**config.mk**
```make
export PLATFORM = sky130hd
export DESIGN_NAME = vtp_shim
export DESIGN_NICKNAME = d
export VERILOG_FILES = /design/src/vtp_pkg.sv /design/src/vtp_page_table.sv /design/src/vtp_rsp_inject.sv /design/src/vtp_shim.sv /design/src/vtp_xlate_chan.sv
export VERILOG_INCLUDE_DIRS = /design/src
export SDC_FILE = /design/constraint.sdc
export NUM_CORES = 2
export LEC_CHECK = 0
export BUFFER_PORTS_ARGS = -buffer_cell sky130_fd_sc_hd__buf_2
export CAP_MARGIN = 20
export CORE_MARGIN = 5
export CORE_UTILIZATION = 32
export CTS_CLUSTER_SIZE = 20
export DETAILED_ROUTE_END_ITERATION = 10
export GPL_ROUTABILITY_DRIVEN = 0
export GPL_TIMING_DRIVEN = 0
export SYNTH_ARGS = -nofsm -noshare
export SYNTH_HDL_FRONTEND = slang
export SYNTH_SLANG_ARGS = --single-unit
```
**constraint.sdc**
```tcl
create_clock -name clk -period 7.2 [get_ports clk]
set_input_delay 0.72 -clock clk [delete_from_list [all_inputs] [get_ports clk]]
set_output_delay 0.72 -clock clk [all_outputs]
set_load 0.05 [all_outputs]
```
**src/vtp_defs.svh**
```systemverilog
// Width and size macros for the translation shim, included by the package, the RTL and the testbench
`ifndef VTP_DEFS_SVH
`define VTP_DEFS_SVH

// ========================================
// Address geometry
// ========================================

// All addresses in the shim are cache-line addresses
`define VTP_LINE_ADDR_BITS 32

// Line offset within a 4 KB page (64 lines of 64 bytes)
`define VTP_4K_OFFSET_BITS 6

// Line offset within a 2 MB page
`define VTP_2M_OFFSET_BITS 15

// ========================================
// Storage sizes
// ========================================

// Number of slots in the fully associative page table
`define VTP_TABLE_ENTRIES 8

// Pending speculative-miss headers awaiting error responses
`define VTP_ERR_FIFO_DEPTH 8

// Occupancy at which the read channel reports almost full
`define VTP_ERR_FIFO_THRESHOLD 4

// Payload widths
`define VTP_MDATA_BITS 16
`define VTP_DATA_BITS 64

`endif

```
**src/vtp_pkg.sv**
```systemverilog
// Shared types of the translation shim; modules import it by wildcard inside their bodies
`default_nettype none

`include "vtp_defs.svh"

package vtp_pkg;

    // ========================================
    // Plain vector types
    // ========================================

    // Cache-line address, virtual or physical
    typedef logic [`VTP_LINE_ADDR_BITS-1:0] line_addr_t;

    // A 4 KB page number, the line address without its page offset
    typedef logic [`VTP_LINE_ADDR_BITS-`VTP_4K_OFFSET_BITS-1:0] page_idx_t;

    // Slot number in the page table
    typedef logic [$clog2(`VTP_TABLE_ENTRIES)-1:0] table_idx_t;

    // Number of lines in a request minus one, so 1 to 4 lines
    typedef logic [1:0] cl_len_t;

    // Requester tag, returned untouched with every response
    typedef logic [`VTP_MDATA_BITS-1:0] mdata_t;

    // One beat of line data
    typedef logic [`VTP_DATA_BITS-1:0] line_data_t;

    // ========================================
    // Packed structs
    // ========================================

    // For a big page only the upper bits of vpage and ppage are compared and used
    typedef struct packed {
        logic      entry_valid;
        logic      big_page;
        page_idx_t vpage;
        page_idx_t ppage;
    } table_entry_t;

    // Both request structs start with valid and addr_is_virtual and end with addr
    // So the channel pipeline finds those fields at the same bit positions
    typedef struct packed {
        logic       valid;
        logic       addr_is_virtual;
        logic       speculative;
        cl_len_t    cl_len;
        mdata_t     mdata;
        line_addr_t addr;
    } rd_req_t;

    typedef struct packed {
        logic       valid;
        logic       addr_is_virtual;
        cl_len_t    cl_len;
        mdata_t     mdata;
        line_data_t data;
        line_addr_t addr;
    } wr_req_t;

    // Read response, one per line; last marks the final line of a request
    typedef struct packed {
        logic       valid;
        logic       error;
        logic       last;
        cl_len_t    cl_num;
        mdata_t     mdata;
        line_data_t data;
    } rd_rsp_t;

    // Error injector: idle on line 0 of the head entry, sending on later lines
    typedef enum logic {
        INJ_IDLE,
        INJ_SEND
    } inject_state_t;

endpackage

`default_nettype wire

```
**src/vtp_page_table.sv**
```systemverilog
// Fully associative page table with a load port and two combinational lookup ports
`timescale 1ns/100ps
`default_nettype none

`include "vtp_defs.svh"

module vtp_page_table
(
    input  logic                  clk,
    input  logic                  reset,

    // Table load port, written at the clock edge
    input  logic                  load_en,
    input  vtp_pkg::table_idx_t   load_idx,
    input  vtp_pkg::table_entry_t load_entry,

    // Read channel lookup
    input  vtp_pkg::line_addr_t   rd_vaddr,
    output logic                  rd_hit,
    output vtp_pkg::line_addr_t   rd_paddr,

    // Write channel lookup
    input  vtp_pkg::line_addr_t   wr_vaddr,
    output logic                  wr_hit,
    output vtp_pkg::line_addr_t   wr_paddr
);

    import vtp_pkg::*;

    localparam int ENTRIES = `VTP_TABLE_ENTRIES;

    // Bits of a 4 KB page number that become offset within a 2 MB page
    localparam int BIG_EXTRA = `VTP_2M_OFFSET_BITS - `VTP_4K_OFFSET_BITS;

    typedef struct packed {
        logic       hit;
        line_addr_t paddr;
    } lookup_t;

    table_entry_t entries [ENTRIES];
    lookup_t      rd_result;
    lookup_t      wr_result;

    // ========================================
    // Storage and load port
    // ========================================

    // Reset empties the table by clearing every valid flag
    always_ff @(posedge clk)
    begin
        if (!reset)
        begin
            for (int i = 0; i < ENTRIES; i++)
            begin
                entries[i].entry_valid <= 1'b0;
            end
        end
        else if (load_en)
        begin
            entries[load_idx] <= load_entry;
        end
    end

    // ========================================
    // Lookup
    // ========================================

    // Compare the full page number for 4 KB and only the upper bits for 2 MB
    function automatic logic entry_match(input table_entry_t entry, input line_addr_t vaddr);
        page_idx_t vpage;
        vpage = vaddr[`VTP_LINE_ADDR_BITS-1:`VTP_4K_OFFSET_BITS];
        if (!entry.entry_valid)
        begin
            return 1'b0;
        end
        if (entry.big_page)
        begin
            return entry.vpage[$bits(page_idx_t)-1:BIG_EXTRA] ==
                   vpage[$bits(page_idx_t)-1:BIG_EXTRA];
        end
        return entry.vpage == vpage;
    endfunction

    // Scan from the top down so that the lowest matching slot is the one kept
    function automatic lookup_t lookup(input line_addr_t vaddr);
        lookup_t result;
        result.hit   = 1'b0;
        result.paddr = vaddr;
        for (int i = ENTRIES - 1; i >= 0; i--)
        begin
            if (entry_match(entries[i], vaddr))
            begin
                result.hit = 1'b1;
                if (entries[i].big_page)
                begin
                    result.paddr = {entries[i].ppage[$bits(page_idx_t)-1:BIG_EXTRA],
                                    vaddr[`VTP_2M_OFFSET_BITS-1:0]};
                end
                else
                begin
                    result.paddr = {entries[i].ppage, vaddr[`VTP_4K_OFFSET_BITS-1:0]};
                end
            end
        end
        return result;
    endfunction

    // Both ports see the same table contents in the same cycle
    always_comb
    begin
        rd_result = lookup(rd_vaddr);
        wr_result = lookup(wr_vaddr);
    end

    assign rd_hit   = rd_result.hit;
    assign rd_paddr = rd_result.paddr;
    assign wr_hit   = wr_result.hit;
    assign wr_paddr = wr_result.paddr;

endmodule

`default_nettype wire

```
**src/vtp_rsp_inject.sv**
```systemverilog
// Read response path that forwards FIU responses and fills idle cycles with miss errors
`timescale 1ns/100ps
`default_nettype none

`include "vtp_defs.svh"

module vtp_rsp_inject
(
    input  logic             clk,
    input  logic             reset,

    // Header of a speculative read that missed the table
    input  logic             enq_en,
    input  vtp_pkg::mdata_t  enq_mdata,
    input  vtp_pkg::cl_len_t enq_cl_len,

    // Response stream from the FIU and toward the AFU
    input  vtp_pkg::rd_rsp_t fiu_rsp,
    output vtp_pkg::rd_rsp_t afu_rsp,

    // Pending headers at or above threshold
    output logic             almost_full
);

    import vtp_pkg::*;

    localparam int DEPTH    = `VTP_ERR_FIFO_DEPTH;
    localparam int PTR_BITS = $clog2(DEPTH);
    localparam int CNT_BITS = $clog2(DEPTH + 1);

    typedef struct packed {
        mdata_t  mdata;
        cl_len_t cl_len;
    } err_hdr_t;

    err_hdr_t            fifo_mem [DEPTH];
    logic [PTR_BITS-1:0] wr_ptr;
    logic [PTR_BITS-1:0] rd_ptr;
    logic [CNT_BITS-1:0] count;
    err_hdr_t            head;
    logic                do_enq;
    logic                do_deq;
    logic                inject;
    logic                last_line;
    cl_len_t             line_cnt;
    cl_len_t             cur_line;
    inject_state_t       state;

    // ========================================
    // Header FIFO
    // ========================================

    // Writes beyond a full FIFO are lost; the almost-full margin prevents them
    assign do_enq = enq_en && (count != CNT_BITS'(DEPTH));
    assign head   = fifo_mem[rd_ptr];

    always_ff @(posedge clk)
    begin
        if (do_enq)
        begin
            fifo_mem[wr_ptr] <= '{mdata: enq_mdata, cl_len: enq_cl_len};
        end
    end

    always_ff @(posedge clk)
    begin
        if (!reset)
        begin
            wr_ptr <= '0;
            rd_ptr <= '0;
            count  <= '0;
        end
        else
        begin
            wr_ptr <= wr_ptr + PTR_BITS'(do_enq);
            rd_ptr <= rd_ptr + PTR_BITS'(do_deq);
            count  <= count + CNT_BITS'(do_enq) - CNT_BITS'(do_deq);
        end
    end

    assign almost_full = count >= CNT_BITS'(`VTP_ERR_FIFO_THRESHOLD);

    // ========================================
    // Injection control
    // ========================================

    // An error line goes out only when the FIU leaves the cycle empty
    assign inject    = !fiu_rsp.valid && (count != '0);
    assign cur_line  = (state == INJ_SEND) ? line_cnt : '0;
    assign last_line = cur_line == head.cl_len;
    assign do_deq    = inject && last_line;

    always_ff @(posedge clk)
    begin
        if (!reset)
        begin
            state    <= INJ_IDLE;
            line_cnt <= '0;
        end
        else if (inject)
        begin
            if (last_line)
            begin
                state <= INJ_IDLE;
            end
            else
            begin
                state    <= INJ_SEND;
                line_cnt <= cur_line + 2'd1;
            end
        end
    end

    // FIU responses pass with one cycle of latency, error lines take the gaps
    always_ff @(posedge clk)
    begin
        afu_rsp <= fiu_rsp;
        if (inject)
        begin
            afu_rsp <= '{valid: 1'b1, error: 1'b1, last: last_line, cl_num: cur_line,
                         mdata: head.mdata, data: '0};
        end
        if (!reset)
        begin
            afu_rsp.valid <= 1'b0;
        end
    end

endmodule

`default_nettype wire

```
**src/vtp_shim.sv**
```systemverilog
// Top of the translation shim between the AFU and the FIU, instantiated by the testbench
`timescale 1ns/100ps
`default_nettype none

`include "vtp_defs.svh"

module vtp_shim
(
    input  logic                  clk,
    input  logic                  reset,

    // AFU side
    input  vtp_pkg::rd_req_t      afu_rd_req,
    input  vtp_pkg::wr_req_t      afu_wr_req,
    output logic                  afu_rd_almost_full,
    output logic                  afu_wr_almost_full,
    output vtp_pkg::rd_rsp_t      afu_rd_rsp,

    // FIU side
    output vtp_pkg::rd_req_t      fiu_rd_req,
    output vtp_pkg::wr_req_t      fiu_wr_req,
    input  logic                  fiu_rd_almost_full,
    input  logic                  fiu_wr_almost_full,
    input  vtp_pkg::rd_rsp_t      fiu_rd_rsp,

    // Page table load port
    input  logic                  load_en,
    input  vtp_pkg::table_idx_t   load_idx,
    input  vtp_pkg::table_entry_t load_entry,

    // First non-speculative miss, held until reset
    output logic                  fault,
    output vtp_pkg::line_addr_t   fault_vaddr
);

    import vtp_pkg::*;

    line_addr_t rd_look_vaddr;
    line_addr_t rd_look_paddr;
    logic       rd_look_hit;
    line_addr_t wr_look_vaddr;
    line_addr_t wr_look_paddr;
    logic       wr_look_hit;
    logic       rd_miss_spec;
    logic       rd_miss_hard;
    logic       wr_miss_hard;
    line_addr_t rd_miss_vaddr;
    line_addr_t wr_miss_vaddr;
    logic       err_almost_full;

    // ========================================
    // Request channels
    // ========================================

    vtp_xlate_chan #(.REQ_BITS($bits(rd_req_t))) u_rd_chan (
        .clk            (clk),
        .reset          (reset),
        .req_in         (afu_rd_req),
        .is_speculative (afu_rd_req.speculative),
        .req_out        (fiu_rd_req),
        .look_vaddr     (rd_look_vaddr),
        .look_hit       (rd_look_hit),
        .look_paddr     (rd_look_paddr),
        .miss_spec      (rd_miss_spec),
        .miss_hard      (rd_miss_hard),
        .miss_vaddr     (rd_miss_vaddr)
    );

    // Writes are never speculative, so every write miss is a hard miss
    vtp_xlate_chan #(.REQ_BITS($bits(wr_req_t))) u_wr_chan (
        .clk            (clk),
        .reset          (reset),
        .req_in         (afu_wr_req),
        .is_speculative (1'b0),
        .req_out        (fiu_wr_req),
        .look_vaddr     (wr_look_vaddr),
        .look_hit       (wr_look_hit),
        .look_paddr     (wr_look_paddr),
        .miss_spec      (),
        .miss_hard      (wr_miss_hard),
        .miss_vaddr     (wr_miss_vaddr)
    );

    vtp_page_table u_page_table (
        .clk        (clk),
        .reset      (reset),
        .load_en    (load_en),
        .load_idx   (load_idx),
        .load_entry (load_entry),
        .rd_vaddr   (rd_look_vaddr),
        .rd_hit     (rd_look_hit),
        .rd_paddr   (rd_look_paddr),
        .wr_vaddr   (wr_look_vaddr),
        .wr_hit     (wr_look_hit),
        .wr_paddr   (wr_look_paddr)
    );

    // ========================================
    // Responses and flow control
    // ========================================

    // The dropped request still carries its mdata and length at the FIU port
    vtp_rsp_inject u_rsp_inject (
        .clk         (clk),
        .reset       (reset),
        .enq_en      (rd_miss_spec),
        .enq_mdata   (fiu_rd_req.mdata),
        .enq_cl_len  (fiu_rd_req.cl_len),
        .fiu_rsp     (fiu_rd_rsp),
        .afu_rsp     (afu_rd_rsp),
        .almost_full (err_almost_full)
    );

    assign afu_rd_almost_full = fiu_rd_almost_full || err_almost_full;
    assign afu_wr_almost_full = fiu_wr_almost_full;

    // Sticky fault; the read channel wins when both channels miss together
    always_ff @(posedge clk)
    begin
        if (!reset)
        begin
            fault <= 1'b0;
        end
        else if (!fault && (rd_miss_hard || wr_miss_hard))
        begin
            fault       <= 1'b1;
            fault_vaddr <= rd_miss_hard ? rd_miss_vaddr : wr_miss_vaddr;
        end
    end

endmodule

`default_nettype wire

```
**src/vtp_xlate_chan.sv**
```systemverilog
// Two-stage translation pipeline for one request channel, shared by reads and writes
`timescale 1ns/100ps
`default_nettype none

`include "vtp_defs.svh"

module vtp_xlate_chan
#(
    parameter int REQ_BITS = 53
)
(
    input  logic                clk,
    input  logic                reset,

    // Request from the AFU and its speculative flag
    input  logic [REQ_BITS-1:0] req_in,
    input  logic                is_speculative,

    // Rebuilt request toward the FIU
    output logic [REQ_BITS-1:0] req_out,

    // Table lookup for the request held in stage 1
    output vtp_pkg::line_addr_t look_vaddr,
    input  logic                look_hit,
    input  vtp_pkg::line_addr_t look_paddr,

    // Miss report, aligned with req_out
    output logic                miss_spec,
    output logic                miss_hard,
    output vtp_pkg::line_addr_t miss_vaddr
);

    import vtp_pkg::*;

    // Valid and addr_is_virtual lead both request structs, the address ends them
    localparam int VALID_BIT = REQ_BITS - 1;
    localparam int VIRT_BIT  = REQ_BITS - 2;
    localparam int ADDR_MSB  = `VTP_LINE_ADDR_BITS - 1;

    logic [REQ_BITS-1:0] s1_req;
    logic                s1_spec;
    logic [REQ_BITS-1:0] s2_next;
    logic                s1_miss;
    line_addr_t          s1_addr;

    // ========================================
    // Stage 1: register the request
    // ========================================

    always_ff @(posedge clk)
    begin
        s1_req  <= req_in;
        s1_spec <= is_speculative;
        // Reset drops any request held in stage 1
        if (!reset)
        begin
            s1_req[VALID_BIT] <= 1'b0;
        end
    end

    assign s1_addr    = s1_req[ADDR_MSB:0];
    assign look_vaddr = s1_addr;

    // ========================================
    // Stage 2: rebuild with the physical address
    // ========================================

    // A virtual request either takes the translated address or is killed
    always_comb
    begin
        s2_next = s1_req;
        s1_miss = 1'b0;
        if (s1_req[VIRT_BIT])
        begin
            s2_next[VIRT_BIT] = 1'b0;
            if (look_hit)
            begin
                s2_next[ADDR_MSB:0] = look_paddr;
            end
            else
            begin
                // Dropped here; the miss outputs say what to do with it
                s2_next[VALID_BIT] = 1'b0;
                s1_miss            = s1_req[VALID_BIT];
            end
        end
    end

    always_ff @(posedge clk)
    begin
        req_out    <= s2_next;
        miss_spec  <= s1_miss && s1_spec;
        miss_hard  <= s1_miss && !s1_spec;
        miss_vaddr <= s1_addr;
        if (!reset)
        begin
            req_out[VALID_BIT] <= 1'b0;
            miss_spec          <= 1'b0;
            miss_hard          <= 1'b0;
        end
    end

endmodule

`default_nettype wire
```
After elaboration in Yosys (flattened, before gate mapping)

Memories as Yosys holds them, arrays and structs flattened. A register that Yosys moved wholly into a read port is not among the register bits.
Cells that the tools add are included.

$add $sub $neg: 5
$lt $le $gt $ge: 1
Equality and inequality tests: 34
Mux-type cells: 128
Bitwise gates (word level): 3
Reduce and logical (&&, ||, !) cells: 16

Operators by type and width:

| kind                  | number |
|---|---|
| $mux W33              | 16 |
| $eq A26 B26 Y1        | 16 |
| $eq A17 B17 Y1        | 16 |
| $mux W15              | 16 |
| $mux W32              | 5 |
| $mux W85              | 1 |
| $mux W1               | 83 |
| $mux W54              | 1 |
| $reduce_or A54 Y1     | 1 |
| $mux W2               | 4 |
| $add A3 B1 Y3         | 2 |
| $logic_and A1 B1 Y1   | 6 |
| $mux W3               | 2 |
| $add A4 B1 Y4         | 1 |
| $ge A4 B3 Y1 const B  | 1 |
| $ne A4 B4 Y1 const B  | 1 |
| $reduce_and A2 Y1     | 2 |
| $reduce_bool A4 Y1    | 1 |
| $sub A4 B1 Y4         | 1 |
| $logic_not A1 Y1      | 3 |
| $not A1 Y1            | 3 |
| $reduce_or A3 Y1      | 1 |
| $add A2 B1 Y2 const B | 1 |
| $eq A2 B2 Y1          | 1 |
| $logic_or A1 B1 Y1    | 2 |

Register bits: 537
RAM bits: 576
Input port bits: 316
Output and inout port bits: 289
Word-level logic and storage cells: 216
Memories kept: 2

Memories:

| memory                | depth | width | read ports | clocked after memory_dff | wr ports | line                 | text |
|---|---|---|---|---|---|---|---|
| u_page_table.entries  | 8     | 54    | 8          | 0                        | 8        | vtp_page_table.sv:40 | `table_entry_t entries [ENTRIES];` |
| u_rsp_inject.fifo_mem | 8     | 18    | 1          | 1                        | 1        | vtp_rsp_inject.sv:36 | `err_hdr_t fifo_mem [DEPTH];` |

Longest topological paths before layout

An unclocked memory read counts as a cell.

Word-level depth: 16
Mapped depth: 15
Gate-level depth less buffers: 14

Cells and area by module

A second synthesis with hierarchy kept.

Cells, all modules: 3070
Area total of the unflattened synthesis: 43294.0 µm²

By module, submodules not included:

| module                     | instances | cells each | area an instance (µm²) | seq. area each (µm²) |
|---|---|---|---|---|
| vtp_page_table             | 1         | 1923       | 23336.1                | 12892.4 |
| vtp_rsp_inject             | 1         | 512        | 8605.8                 | 6286.0 |
| vtp_xlate_chan (u_wr_chan) | 1         | 343        | 6159.7                 | 5325.1 |
| vtp_xlate_chan (u_rd_chan) | 1         | 217        | 3637.2                 | 2802.7 |
| vtp_shim                   | 1         | 75         | 1555.2                 | 980.9 |

Least setup slack after synthesis

OpenSTA, ideal clock, no wires.

Path kind: input -> register
Start: input load_idx[0]
End: memory u_page_table.entries[0][53] in the netlist's numbering
Setup time: 0.322 ns
Arrival time: 4.992 ns
Required time: 6.878 ns
Path slack: 1.886 ns
Stages: 3
Path buffers: 0
Path through: nand3b_1 > nor3_1 > o21ai_0

RTL lines:

| what        | line                 | text |
|---|---|---|
| from (decl) | vtp_shim.sv:28       | `input vtp_pkg::table_idx_t load_idx,` |
| to (decl)   | vtp_page_table.sv:40 |  |

Final worst setup path

Start: register u_rd_chan.s1_req[8]
End: register u_rd_chan.req_out[22]

Cells in the longest elaborated chain, start to end: 13
Elaborated cells on any way between the ends: 34
Classes of those cells: eq/ne: 8; mux: 26

RTL lines:

| what                      | line                 | text |
|---|---|---|
| from (decl)               | vtp_xlate_chan.sv:40 | `logic [REQ_BITS-1:0] s1_req;` |
| from (signal assigned)    | vtp_xlate_chan.sv:52 | `s1_req <= req_in;` |
| $eq A26 B26 Y1            | vtp_page_table.sv:81 | `return entry.vpage == vpage;` |
| $mux W1                   | vtp_page_table.sv:81 |  |
| $mux W1                   | vtp_page_table.sv:76 | `if (entry.big_page)` |
| $mux W33 (7 in a row)     | vtp_page_table.sv:91 | `if (entry_match(entries[i], vaddr))` |
| $mux W33 (*)              | vtp_page_table.sv:91 |  |
| $mux W32 (*)              | vtp_xlate_chan.sv:76 | `if (look_hit)` |
| $mux W32 (*)              | vtp_xlate_chan.sv:73 | `if (s1_req[VIRT_BIT])` |
| via u_rd_chan.s2_next[22] | vtp_xlate_chan.sv:42 | `logic [REQ_BITS-1:0] s2_next;` |
| to (signal assigned)      | vtp_xlate_chan.sv:91 | `req_out <= s2_next;` |
| to (decl)                 | vtp_xlate_chan.sv:20 | `output logic [REQ_BITS-1:0] req_out,` |

The timed path passes the listed nets; every way through them passes the cells marked *.
A chain may end at the register's enable or synchronous reset.

==> impl_metrics.toml <==
[finish]
utilization_pct = 40.0
drive_gt1_share_pct = 27.2
area_growth_pct = 24.1
nFillCells = 12310
mostFrequentLayoutCells = "buf_2 (676), edfxtp_1 (600), dfxtp_1 (498)"
instances_no_fill = 5702
final_common_cell = "buf_2"
final_nets = 4176
multi_input_area_um2 = 12800
stdcell_area_um2 = 51800
regArea_um2 = 28000

[sta]
clock_skew_ps = 70.3
fin_crit_ps = 5120
final-max-slew-violation-count = 0
worstMarginPinSlew_ps = 1130
rsz0062_at_grt = "false"
hold_slack_ps = 56.2
finalCritPeriodShare_pct = 71.1
maxSlewHeadroom_pct = 24.0
hold_viol = 0
fmax_mhz = 195
final-setup-viol-count = 0

[worst_hold_path]
hp-start = "afu_wr_req[93]"
hold_class = "in2reg"

[outcome]
status = "finished clean"

[cts]
cts_tree = "built"
hold_buffers = 0
clkLatencyLatePin_ps = 770
cts_root_buf = "clkbuf_16"
cts_max_level = 3
clk_path_buf_depth = 3
cts_resized = 0
clk_pin_slew_worst_paths_ps = 60
cts_made_buffers = 115
cts_setup_buffers = 0
clock_sink_count = 1098

[placed_design]
placed_cells = 5473
dpl_cell_area_um2 = 47700
portBuffers = 600
dp_hpwl_um = 102000

[worst_setup_path]
path_class = "reg2reg"
crit_fanout = 10
r2r_start = "u_rd_chan.s1_req[8]"
arrival_ps = 5700
cp-start-kind = "flop"
cp-end-kind = "flop"
cp.required_ps = 7780
startpoint = "u_rd_chan.s1_req[8]"

[global_route]
grt_max_degree = 30
grt_use_met3_pct = 5.16
antenna_found_initial = 25
grt_overflow = 0
grt_use_total_pct = 19.9
grt_pass1_vias = 28878
grtUsageMet2_pct = 32.3
use_met1_pct = 24.7
grt_pass1_wl_um = 199000
busiest_layer = "met2"

[logic_synthesis]
synth_edf_count = 600
synth_flop_cell = "edfxtp_1"
ys_warn_count = 0
yosysTopAreaCellShare_pct = 43.2
seq_area_frac_synth_pct = 67.1
synth.area.top_cells = "edfxtp_1 (43%), dfxtp_1 (24%), xor2_1 (5.8%)"
yosysTopAreaCell = "edfxtp_1"
synthArstFlopShare_pct = 0
avgSynthCellArea_um2 = 13.5
ys_ff_latch = 1098
ys_types = 78
syn_inst = 3083
syn_area_um2 = 41700

[detailed_routing]
drt_wl_total_um = 143000
avgRoutedWirePerCell_um = 25.1
first_pass_iters = 6
ant_nets = 0
drt_iter0_markers = 3107
via_count = 29236
vias_per_cell = 5.13
drc_errors = 0

[pwr]
powerDensity_nw_per_um2 = 287
leakage_nw = 19.1
p_total_mw = 14.9
ir_drop_mv = 0.219

[die]
start_util_pct = 32.2
die_h_um = 371
rows = 132
dieArea_um2 = 138000
core-area_um2 = 129000
ioPinCount = 605
die_x_um = 371

[run]
drv_cap = 0
==> where the power goes <==
| group | switching, mW | internal [mW] |
|---|---|---|
| clock | 2.62 | 3.61 |
| combinational | 1.20 | 0.433 |
| sequential | 0.117 | 6.90 |
| total | 3.93 | 10.9 |
==> stage by stage <==
step	setup WS, ps	TNS (ps)
2_1_floorplan	1890	0
3_3_place_gp	-2590	-294000
3_5_place_dp	2380	0
4_1_cts	2340	0
5_1_grt	2120	0
6_report	2080	0
==> area by class of cell <==
cell class	count	area share, %
antenna	10	0.0483
buffer	203	1.93
clock buffer	159	6.66
clock inverter	59	1.22
inverter	15	0.109
multi-input combinational	1768	24.7
sequential	1098	54.0
tap	1742	4.21
timing repair buffer	648	7.06
==> kinds of logic (layout without fill, tap and decap cells) <==
| logic type | Yosys count | after routing | share of synthesized area, % |
|---|---|---|---|
| flip-flops | 1098 | 1098 | 67.1 |
| AND/OR/NAND/NOR | 736 | 736 | 9.44 |
| AO/OA/AOI/OAI | 444 | 444 | 6.87 |
| XOR/XNOR | 421 | 421 | 8.84 |
| buffers and inverters | 218 | 1084 | 2.52 |
| multiplexers | 154 | 154 | 4.91 |
| adder cells (fa/ha/maj) | 11 | 11 | 0.348 |
| other | 1 | 12 | 0.00899 |
==> layer usage <==
metal / part of all wire (%) / up-vias / wire length [um]
met2: 46 / 1901 / 66100
met1: 37 / 14124 / 53400
met3: 11 / 393 / 16200
li1: - / 12812 / -
met4: 5.0 / 6 / 7210
met5: 0.032 / - / 46
==> synth_stat cells, types with 10 or more instances <==
library cell and n:
edfxtp_1 600, dfxtp_1 498, xor2_1 277, nand2_1 152, xnor2_1 144, a21oi_1 133
nor2_1 122, o21ai_0 98, nor2b_1 97, clkbuf_1 89, nor4_1 80, buf_2 73
mux2i_1 72, nand3_1 63, nor3_1 54, mux2_2 46, nand4_1 37, mux4_2 36
a31oi_1 29, buf_4 24, o22ai_1 21, a221o_1 19, o221ai_1 18, a211oi_1 17
nand3b_1 17, o31ai_1 17, and2_1 15, inv_1 15, or3_1 15, nand2b_1 14
a21o_1 13, nor3b_1 11, or4_1 11, buf_1 10, ha_1 10, nand4b_1 10
nor4b_1 10
==> state kept, by name, summed over array words and instances, names as in the netlist <==
name                   flops
u_page_table.entries     432
u_rsp_inject.fifo_mem    144
u_wr_chan.s1_req         116
u_wr_chan.req_out        109
u_rsp_inject.afu_rsp      85
u_rd_chan.s1_req          53
u_rd_chan.req_out         46
fault_vaddr               32
u_rd_chan.miss_vaddr      32
u_wr_chan.miss_vaddr      32
u_rsp_inject.count         4
u_rsp_inject.rd_ptr        3
u_rsp_inject.wr_ptr        3
u_rsp_inject.line_cnt      2
fault                      1
u_rd_chan.miss_hard        1
u_rd_chan.miss_spec        1
u_rsp_inject.state         1
u_wr_chan.miss_hard        1
==> critical path, cell delays in order (launching register included) <==
cell,delay [ps]
dfxtp_1,370
buf_2,220
buf_2,370
xor2_1,110
nor4_1,350
a41oi_1,360
nor4_1,990
clkbuf_1,670
clkbuf_1,810
a221o_1,260
o21ai_0,110
a31oi_1,370
==> path summary, 6_finish.rpt <==
path                            to  slack (ps)  cells after the start
max          u_rd_chan.req_out[22]        2080                     11
min           u_wr_chan.s1_req[93]          60                      1
max reg2reg  u_rd_chan.req_out[22]        2080                     11
min reg2reg  u_wr_chan.req_out[78]         300                      0
Power figures use the tool's default switching activity.
